**src/source/dprio_pkg.sv**
```systemverilog
// Shared definitions for the DPRIO configuration register block.
// Holds widths, the register address map, the scan chain layout and the
// packed structs that carry APB traffic, bank writes and test controls.
// Import it with a wildcard in the module header of each user.

package dprio_pkg;

  //**************************************************************************
  // Sizes
  //**************************************************************************
  localparam int DATA_WIDTH      = 16;
  localparam int ADDR_WIDTH      = 12;
  localparam int NUM_CTRL_REGS   = 8;
  localparam int NUM_SCAN_CHAINS = 2;
  localparam int REGS_PER_CHAIN  = NUM_CTRL_REGS / NUM_SCAN_CHAINS;
  localparam int BYTE_EN_WIDTH   = DATA_WIDTH / 8;
  localparam int IDX_WIDTH       = $clog2(NUM_CTRL_REGS);

  // Meaningful vector widths
  typedef logic [DATA_WIDTH-1:0]               cfg_data_t;
  typedef logic [ADDR_WIDTH-1:0]               cfg_addr_t;
  typedef logic [BYTE_EN_WIDTH-1:0]            byte_en_t;
  typedef logic [IDX_WIDTH-1:0]                reg_idx_t;
  typedef logic [NUM_SCAN_CHAINS-1:0]          scan_t;
  typedef logic [DATA_WIDTH*NUM_CTRL_REGS-1:0] cfg_bus_t;  // Register i in slice i

  //**************************************************************************
  // Address map
  //**************************************************************************
  localparam cfg_addr_t CTRL_BASE_ADDR = 12'h040;  // Control register 0
  localparam cfg_addr_t CTRL_END_ADDR  = CTRL_BASE_ADDR + cfg_addr_t'(NUM_CTRL_REGS);
  localparam cfg_addr_t BCAST_ADDR     = 12'h060;  // Write lands in every register
  localparam cfg_addr_t MODE_ADDR      = 12'h061;  // Bit 0 is the broadcast mode bit

  // True for any address inside the control register window
  function automatic logic is_ctrl_addr(cfg_addr_t addr);
    return (addr >= CTRL_BASE_ADDR) && (addr < CTRL_END_ADDR);
  endfunction

  //**************************************************************************
  // Packed structs
  //**************************************************************************
  typedef struct packed {
    logic      psel;
    logic      penable;
    logic      pwrite;
    cfg_addr_t paddr;
    cfg_data_t pwdata;
    byte_en_t  pstrb;
  } apb_req_t;

  typedef struct packed {
    logic      pready;
    logic      pslverr;
    cfg_data_t prdata;
  } apb_rsp_t;

  // Write command from the APB slave to the register bank
  typedef struct packed {
    logic      write;      // One-cycle pulse
    logic      broadcast;  // Ignore the address match
    cfg_addr_t addr;
    cfg_data_t data;
    byte_en_t  byte_en;
  } reg_wr_t;

  typedef struct packed {
    logic csr_hold;   // Freeze the scan shadows
    logic csr_sel;    // 1 = shadow drives the output
    logic cram_gate;  // Force the output to zero
  } test_ctrl_t;

endpackage

```
**src/source/dprio_ctrl_reg.sv**
```systemverilog
// One 16-bit control register with its csr scan shadow.
// The dprio copy takes byte-enabled writes at its own address or on a
// broadcast. The shadow shifts one bit per cycle toward bit 0 unless held.
// The registered output is gated, or picks the shadow or the dprio copy.

module dprio_ctrl_reg
  import dprio_pkg::*;
(
  input  logic       clk,
  input  logic       rst_n,
  input  reg_idx_t   idx,        // Position in the bank
  input  reg_wr_t    wr,
  input  test_ctrl_t test_ctrl,
  input  logic       csr_in,     // Serial in, enters bit 15
  output logic       csr_out,    // Serial out, bit 0
  output cfg_data_t  dprio_q,
  output cfg_data_t  sig_out     // Towards the user logic
);

  cfg_addr_t target_addr;
  logic      wr_hit;
  cfg_data_t wr_merged;
  cfg_data_t csr_q;

  //**************************************************************************
  // Address match and byte merge
  //**************************************************************************
  assign target_addr = CTRL_BASE_ADDR + cfg_addr_t'(idx);
  assign wr_hit      = wr.write && (wr.broadcast || (wr.addr == target_addr));

  always_comb
  begin
    wr_merged = dprio_q;
    for (int b = 0; b < BYTE_EN_WIDTH; b++)
    begin
      if (wr.byte_en[b])
        wr_merged[b*8 +: 8] = wr.data[b*8 +: 8];
    end
  end

  // Bus-written copy
  always_ff @(posedge clk)
  begin
    if (!rst_n)
      dprio_q <= '0;
    else if (wr_hit)
      dprio_q <= wr_merged;
  end

  //**************************************************************************
  // Scan shadow
  //**************************************************************************

  // Shifts right, new bit at the top
  always_ff @(posedge clk)
  begin
    if (!rst_n)
      csr_q <= '0;
    else if (!test_ctrl.csr_hold)
      csr_q <= {csr_in, csr_q[DATA_WIDTH-1:1]};
  end

  assign csr_out = csr_q[0];  // Feeds the next register in the chain

  //**************************************************************************
  // Output select
  //**************************************************************************
  always_ff @(posedge clk)
  begin
    if (!rst_n)
      sig_out <= '0;
    else if (test_ctrl.cram_gate)
      sig_out <= '0;             // Gated takes priority
    else if (test_ctrl.csr_sel)
      sig_out <= csr_q;
    else
      sig_out <= dprio_q;
  end

endmodule

```
**src/source/dprio_ctrl_reg_bank.sv**
```systemverilog
// Bank of control registers with scan chain stitching and readback.
// Registers are grouped into chains of REGS_PER_CHAIN in index order; each
// chain enters at its lowest register and leaves at its highest.
// Readback is combinational from the dprio copies.

module dprio_ctrl_reg_bank
  import dprio_pkg::*;
(
  input  logic       clk,
  input  logic       rst_n,
  input  reg_wr_t    wr,
  input  test_ctrl_t test_ctrl,
  input  scan_t      scan_in,
  output scan_t      scan_out,
  input  cfg_addr_t  rd_addr,
  output cfg_data_t  rd_data,
  output cfg_bus_t   cfg_out
);

  logic [NUM_CTRL_REGS-1:0] chain_in;
  logic [NUM_CTRL_REGS-1:0] chain_out;
  cfg_data_t                dprio_q [NUM_CTRL_REGS];
  cfg_addr_t                rd_offset;
  reg_idx_t                 rd_idx;

  //**************************************************************************
  // Register array
  //**************************************************************************
  for (genvar i = 0; i < NUM_CTRL_REGS; i++)
  begin : g_reg
    dprio_ctrl_reg ctrl_reg_i (
      .clk       (clk),
      .rst_n     (rst_n),
      .idx       (reg_idx_t'(i)),
      .wr        (wr),
      .test_ctrl (test_ctrl),
      .csr_in    (chain_in[i]),
      .csr_out   (chain_out[i]),
      .dprio_q   (dprio_q[i]),
      .sig_out   (cfg_out[i*DATA_WIDTH +: DATA_WIDTH])
    );

    // First register of a chain takes the external scan input
    if ((i % REGS_PER_CHAIN) == 0)
    begin : g_head
      assign chain_in[i] = scan_in[i / REGS_PER_CHAIN];
    end
    else
    begin : g_link
      assign chain_in[i] = chain_out[i-1];
    end
  end

  // Chain tails
  for (genvar c = 0; c < NUM_SCAN_CHAINS; c++)
  begin : g_tail
    assign scan_out[c] = chain_out[(c+1)*REGS_PER_CHAIN - 1];
  end

  //**************************************************************************
  // Readback
  //**************************************************************************
  assign rd_offset = rd_addr - CTRL_BASE_ADDR;
  assign rd_idx    = reg_idx_t'(rd_offset);

  always_comb
  begin
    if (is_ctrl_addr(rd_addr))
      rd_data = dprio_q[rd_idx];
    else
      rd_data = '0;            // Outside the control window
  end

endmodule

```
**src/source/dprio_apb_slave.sv**
```systemverilog
// APB slave for the configuration register block.
// Every transfer takes one wait state. Decodes the control window, the
// broadcast address and the mode register, and flags anything else with
// pslverr. Issues one-cycle write pulses to the bank in the pready cycle.

module dprio_apb_slave
  import dprio_pkg::*;
(
  input  logic      clk,
  input  logic      rst_n,
  input  apb_req_t  apb_req,
  output apb_rsp_t  apb_rsp,
  output reg_wr_t   wr,
  output cfg_addr_t rd_addr,
  input  cfg_data_t rd_data
);

  typedef enum logic [1:0] {
    ST_IDLE,
    ST_WAIT,   // First access cycle, pready low
    ST_DONE    // Second access cycle, pready high
  } apb_state_e;

  apb_state_e state_q;
  apb_state_e state_d;
  logic       access;
  logic       addr_ctrl;
  logic       addr_bcast;
  logic       addr_mode;
  logic       addr_err;
  logic       mode_q;
  logic       pready_q;
  logic       pslverr_q;
  cfg_data_t  prdata_q;
  cfg_data_t  rd_value;

  //**************************************************************************
  // Decode
  //**************************************************************************
  assign access     = apb_req.psel && apb_req.penable;
  assign addr_ctrl  = is_ctrl_addr(apb_req.paddr);
  assign addr_bcast = (apb_req.paddr == BCAST_ADDR);
  assign addr_mode  = (apb_req.paddr == MODE_ADDR);
  assign addr_err   = !(addr_ctrl || addr_bcast || addr_mode);
  assign rd_addr    = apb_req.paddr;

  // Read source, zero for errors and the broadcast address
  always_comb
  begin
    if (addr_mode)
      rd_value = {{(DATA_WIDTH-1){1'b0}}, mode_q};
    else if (addr_ctrl)
      rd_value = rd_data;
    else
      rd_value = '0;
  end

  //**************************************************************************
  // Transfer FSM
  //**************************************************************************
  always_comb
  begin
    state_d = state_q;
    case (state_q)
      ST_IDLE:
        if (apb_req.psel && !apb_req.penable)
          state_d = ST_WAIT;
      ST_WAIT:
        state_d = access ? ST_DONE : ST_IDLE;
      default:
        state_d = ST_IDLE;
    endcase
  end

  always_ff @(posedge clk)
  begin
    if (!rst_n)
    begin
      state_q   <= ST_IDLE;
      pready_q  <= 1'b0;
      pslverr_q <= 1'b0;
      mode_q    <= 1'b0;
    end
    else
    begin
      state_q   <= state_d;
      pready_q  <= (state_q == ST_WAIT) && access;
      pslverr_q <= (state_q == ST_WAIT) && access && addr_err;
      // Mode bit commits in the pready cycle, low byte lane only
      if ((state_q == ST_DONE) && apb_req.pwrite && addr_mode && apb_req.pstrb[0])
        mode_q <= apb_req.pwdata[0];
    end
  end

  //**************************************************************************
  // Bank write command and read data
  //**************************************************************************
  always_ff @(posedge clk)
  begin
    if (!rst_n)
      wr.write <= 1'b0;
    else
      wr.write <= (state_q == ST_WAIT) && access && apb_req.pwrite
                  && (addr_ctrl || addr_bcast);
    if (state_q == ST_WAIT)
    begin
      wr.broadcast <= addr_bcast || mode_q;
      wr.addr      <= apb_req.paddr;
      wr.data      <= apb_req.pwdata;
      wr.byte_en   <= apb_req.pstrb;
      prdata_q     <= apb_req.pwrite ? '0 : rd_value;
    end
  end

  assign apb_rsp = '{pready: pready_q, pslverr: pslverr_q, prdata: prdata_q};

endmodule

```
**src/source/dprio_cfg_top.sv**
```systemverilog
// Top level of the configuration register block.
// The APB slave feeds write commands into the register bank and reads
// back its values; test controls and scan pins go straight to the bank.

module dprio_cfg_top
  import dprio_pkg::*;
(
  input  logic       clk,
  input  logic       rst_n,
  input  apb_req_t   apb_req,
  output apb_rsp_t   apb_rsp,
  input  test_ctrl_t test_ctrl,
  input  scan_t      scan_in,
  output scan_t      scan_out,
  output cfg_bus_t   cfg_out
);

  reg_wr_t   wr;       // Bank write command
  cfg_addr_t rd_addr;
  cfg_data_t rd_data;

  //**************************************************************************
  // Bus side
  //**************************************************************************
  dprio_apb_slave apb_slave_i (
    .clk     (clk),
    .rst_n   (rst_n),
    .apb_req (apb_req),
    .apb_rsp (apb_rsp),
    .wr      (wr),
    .rd_addr (rd_addr),
    .rd_data (rd_data)
  );

  //**************************************************************************
  // Register storage
  //**************************************************************************
  dprio_ctrl_reg_bank reg_bank_i (
    .clk       (clk),
    .rst_n     (rst_n),
    .wr        (wr),
    .test_ctrl (test_ctrl),
    .scan_in   (scan_in),
    .scan_out  (scan_out),
    .rd_addr   (rd_addr),
    .rd_data   (rd_data),
    .cfg_out   (cfg_out)   // One slice per register
  );

endmodule

```
**config.mk**
```make
export PLATFORM = sky130hd
export DESIGN_NAME = dprio_cfg_top
export DESIGN_NICKNAME = d
export VERILOG_FILES = /design/src/source/dprio_pkg.sv /design/src/source/dprio_ctrl_reg.sv /design/src/source/dprio_ctrl_reg_bank.sv /design/src/source/dprio_apb_slave.sv /design/src/source/dprio_cfg_top.sv
export SDC_FILE = /design/constraint.sdc
export NUM_CORES = 1
export LEC_CHECK = 0
export BUFFER_PORTS_ARGS = -buffer_cell sky130_fd_sc_hd__buf_2
export CORE_ASPECT_RATIO = 0.75
export CORE_MARGIN = 5
export CORE_UTILIZATION = 43
export DETAILED_ROUTE_END_ITERATION = 12
export GPL_TIMING_DRIVEN = 0
export PLACE_DENSITY_LB_ADDON = 0.05
export RECOVER_POWER = 25
export SLEW_MARGIN = 0
export SYNTH_ARGS = -nofsm -noshare
export SYNTH_HDL_FRONTEND = slang
export SYNTH_SLANG_ARGS = --single-unit
export TNS_END_PERCENT = 10
```
**constraint.sdc**
```tcl
create_clock -name clk -period 3.1 [get_ports clk]
set_clock_uncertainty 0.05 [all_clocks]
set_input_delay 0.155 -clock clk [delete_from_list [all_inputs] [get_ports clk]]
set_output_delay 0.155 -clock clk [all_outputs]
set_load 0.01 [all_outputs]
```
==> flow_summary_export.csv <==
group,metric,value,unit
floorplan,core,38240,um2
route,vias_per_cell,5.153,
grt,antenna_found_initial,3,
finish,layoutNonFillerInstCount,2249,
pwr,p_comb_share,4.4,%
route,vias,11590,
finish,drive_gt1_share,11.74,%
clocking,cts_tree,"done",
floorplan,die-area,42790,um2
pwr,swShare,22.09,%
setup_path,worstSetupPathType,"input port to flop",
clocking,cts-buffers-inserted,44,
pwr,p_int,0.009037,W
run_status,status,"completed",
synth,synth_top_cell_by_area,"dfxtp_1",
finish,n_antenna_cell,0,
place,place_hpwl,39.28,mm
synth,synth-seq-cells,437,
timing,clock.fmax,388.5,MHz
timing,setup_ws,526.2,ps
clocking,clk-insertion-delay-late,550,ps
place,portBuffers,185,
setup_path,crit_required,3320,ps
clocking,cts_resized,0,
route,post_drt_wl_per_cell,23.29,um
route,wl,52.38,mm
pwr,vdd_drop_max,0.2834,mV
floorplan,die-height,180.4,um
clocking,cts.sinks,437,
setup_path,r2r_cells,4,
timing,fin_setup_tns,0,ps
floorplan,initial_core_util,43.53,%
flow_run,max-cap-violations,0,
clocking,clockBufferDepth,3,
pwr,p_leak,7.572,nW
pwr,p_switching,0.002563,W
setup_path,critPathMaxFanout,10,
synth,avgSynthCellArea,11.62,um2
synth,syn_inst,1433,
min_path,min_to,"reg_bank_i.g_reg[7].ctrl_reg_i.csr_q[6]",
place,place_ws,606.0,ps
route,antenna_left,0,
timing,finalCritPeriodShare,83.03,%
pwr,pwr-share-seq,49.5,%
timing,rsz0062_at_grt,"no",
synth,yosys.area.top_type_share,46.90,%
min_path,hp-class,"input port to flop",
grt,grt_pass1_vias,11540,
synth,yosysWarnings,0,
synth,ys_top_cells_by_area,"dfxtp_1 47%, mux2i_1 24%, edfxtp_1 8.5%, nor2b_1 5.0%, mux4_2 4.3%",
floorplan,ios,188,
clocking,root_buffer,"clkbuf_16",
synth,synth_fp_nets,1473,
finish,nNetsFinal,1744,
grt,grt_overflow,0,
synth,netlist_area,16650,um2
finish,area_growth,19.87,%
timing,worst_pin_slew,1369,ps
timing,finalHoldViolCount,0,
timing,fin_crit,2574,ps
clocking,clkTransAtPathRegs,60,ps
pwr,finalPower,0.01160,W
pwr,pwr-share-clk,46.1,%
timing,slew-limit-headroom,8.723,%
pwr,cellPowerDensity,581.3,nW/um2
min_path,hold_depth,3,
grt,grtUsageTotal,24.08,%
grt,grt_max_degree,19,
finish,fin_util,52.17,%
setup_path,cp-start-kind,"input port",
place,placed_cells,2132,
setup_path,r2r_slack,750,ps
synth,ys_seq_area_share,55.38,%
route,firstDrtPassIters,5,
setup_path,end_kind,"flop",
clocking,cts.htree.levels,2,
setup_path,r2r-end,"reg_bank_i.g_reg[4].ctrl_reg_i.dprio_q[13]",
timing,final_max_slew_viol_count,0,
place,place.gp.congestion,0.9332,
timing,finalSetupViolCount,0,
synth,yosysUniqueCellTypes,35,
route,drt_iter0_markers,909,
setup_path,worstReg2RegStart,"apb_slave_i.wr[25]",
setup_path,arrival,2790,ps
min_path,hold_start,"test_ctrl[2]",
route,drc_errors,0,
grt,grt_pass1_wl,76.96,mm
floorplan,die_w,237.2,um
floorplan,row_count,62,
## power groups by stage
stage	Sequential, W	Combinational [W]	Clock [W]
finish	0.00574	0.000514	0.00534
global route	0.00574	0.000542	0.00568
CTS	0.00574	0.000515	0.00544
detailed placement	0.00587	0.000479	0
global placement	0.00587	0.000470	0
floorplan	0.00587	0.000300	0
## flip-flops by register name, indices dropped and copies added (netlist names)
| signal | count |
|---|---|
| reg_bank_i.g.ctrl_reg_i.sig_out | 128 |
| apb_slave_i.state_q | 2 |
| apb_slave_i.mode_q | 1 |
| apb_slave_i.wr | 32 |
| apb_slave_i.pslverr_q | 1 |
| reg_bank_i.g.ctrl_reg_i.dprio_q | 128 |
| apb_slave_i.prdata_q | 16 |
| apb_slave_i.pready_q | 1 |
| reg_bank_i.g.ctrl_reg_i.csr_q | 128 |
## cell type report
cell class	count	area [um2]
fill	3542	18290
sequential	437	9219
multi-input combinational	907	7076
clock buffer	61	1267
timing repair buffer	225	1219
tap	512	640.6
buffer	88	354.1
clock inverter	18	173.9
inverter	1	3.754
## kinds of logic after synthesis
family                 count (synthesis)  synth area share [%]
and+or+nand+nor                      453                 12.74
DFF                                  437                 55.38
muxes                                433                 28.45
buffers and inverters                 89                 2.157
AOI/OAI and AO/OA                     21                 1.270
## critical path: stages
cell,delay (ps)
dlygate4sd3_1,520
clkbuf_1,230
buf_2,290
buf_2,340
buf_1,580
mux4_2,430
mux2i_1,140
nor2_1,90
## Yosys cell counts
master	number
nor4bb_1	1
a22oi_1	1
nor3_1	4
nor4_4	1
mux4_2	32
o2111a_1	1
a31o_2	1
clkbuf_1	52
nor2_1	145
mux2_2	1
nor4b_1	2
nand2_1	151
o21ai_0	1
buf_2	8
nand3_1	3
o41ai_4	1
or3_1	1
buf_1	24
a21boi_0	1
buf_4	4
and2_1	1
mux2i_1	400
and4b_1	1
nor3b_1	1
nand3b_1	2
nand4b_1	2
nor4_1	2
o31ai_4	1
nor2b_1	132
nand4_1	3
edfxtp_1	47
inv_1	1
nand2b_1	1
dfxtp_1	390
o21ai_2	14
## worst max path at each step
stage / endpoint / from / slack [ps] / cells past startpoint
3_3_place_gp: apb_slave_i.prdata_q[4] / apb_slave_i.state_q[0] / -1600 / 1
5_1_grt: apb_slave_i.prdata_q[4] / apb_req[19] / 480 / 8
6_report: apb_slave_i.prdata_q[5] / apb_req[18] / 530 / 8
4_1_cts: apb_slave_i.prdata_q[5] / apb_req[18] / 660 / 8
3_5_place_dp: apb_slave_i.prdata_q[5] / apb_req[18] / 610 / 7
2_1_floorplan: apb_slave_i.prdata_q[0] / apb_slave_i.state_q[0] / 130 / 1
## per-layer routing
metal | vias to the layer above | track usage [%] | routed length, um
li1 | 5468 | - | -
met5 | - | 0 | 13
met2 | 369 | 36.27 | 22660
met3 | 70 | 4.544 | 3450
met4 | 2 | 5.908 | 1142
met1 | 5681 | 35.93 | 25110
## through the flow
stage	hold slack, ps	cell area [um2]
2_1_floorplan	182.1	16650
6_report	54.16	19950
5_1_grt	53.68	19950
3_5_place_dp	283.1	18280
3_3_place_gp	281.3	18210
4_1_cts	26.29	20100
## cells in the final DEF, fill, tap and decap left out, types with 8 or more instances in the layout
cell type        n
nor2_1         145
o21ai_2         14
buf_1           24
dfxtp_1        390
clkinv_2         8
clkbuf_16       46
nand2_1        151
mux2i_1        400
dlygate4sd3_1   38
mux4_2          32
clkbuf_1       176
nor2b_1        131
edfxtp_1        47
buf_2           78
## what timing repair did
item                                   CTS  global route
endpoints found under the hold margin   43             0
hold buffers                            38             0
setup buffers                            0             0
Note: power is estimated with default switching activity, not from simulation.
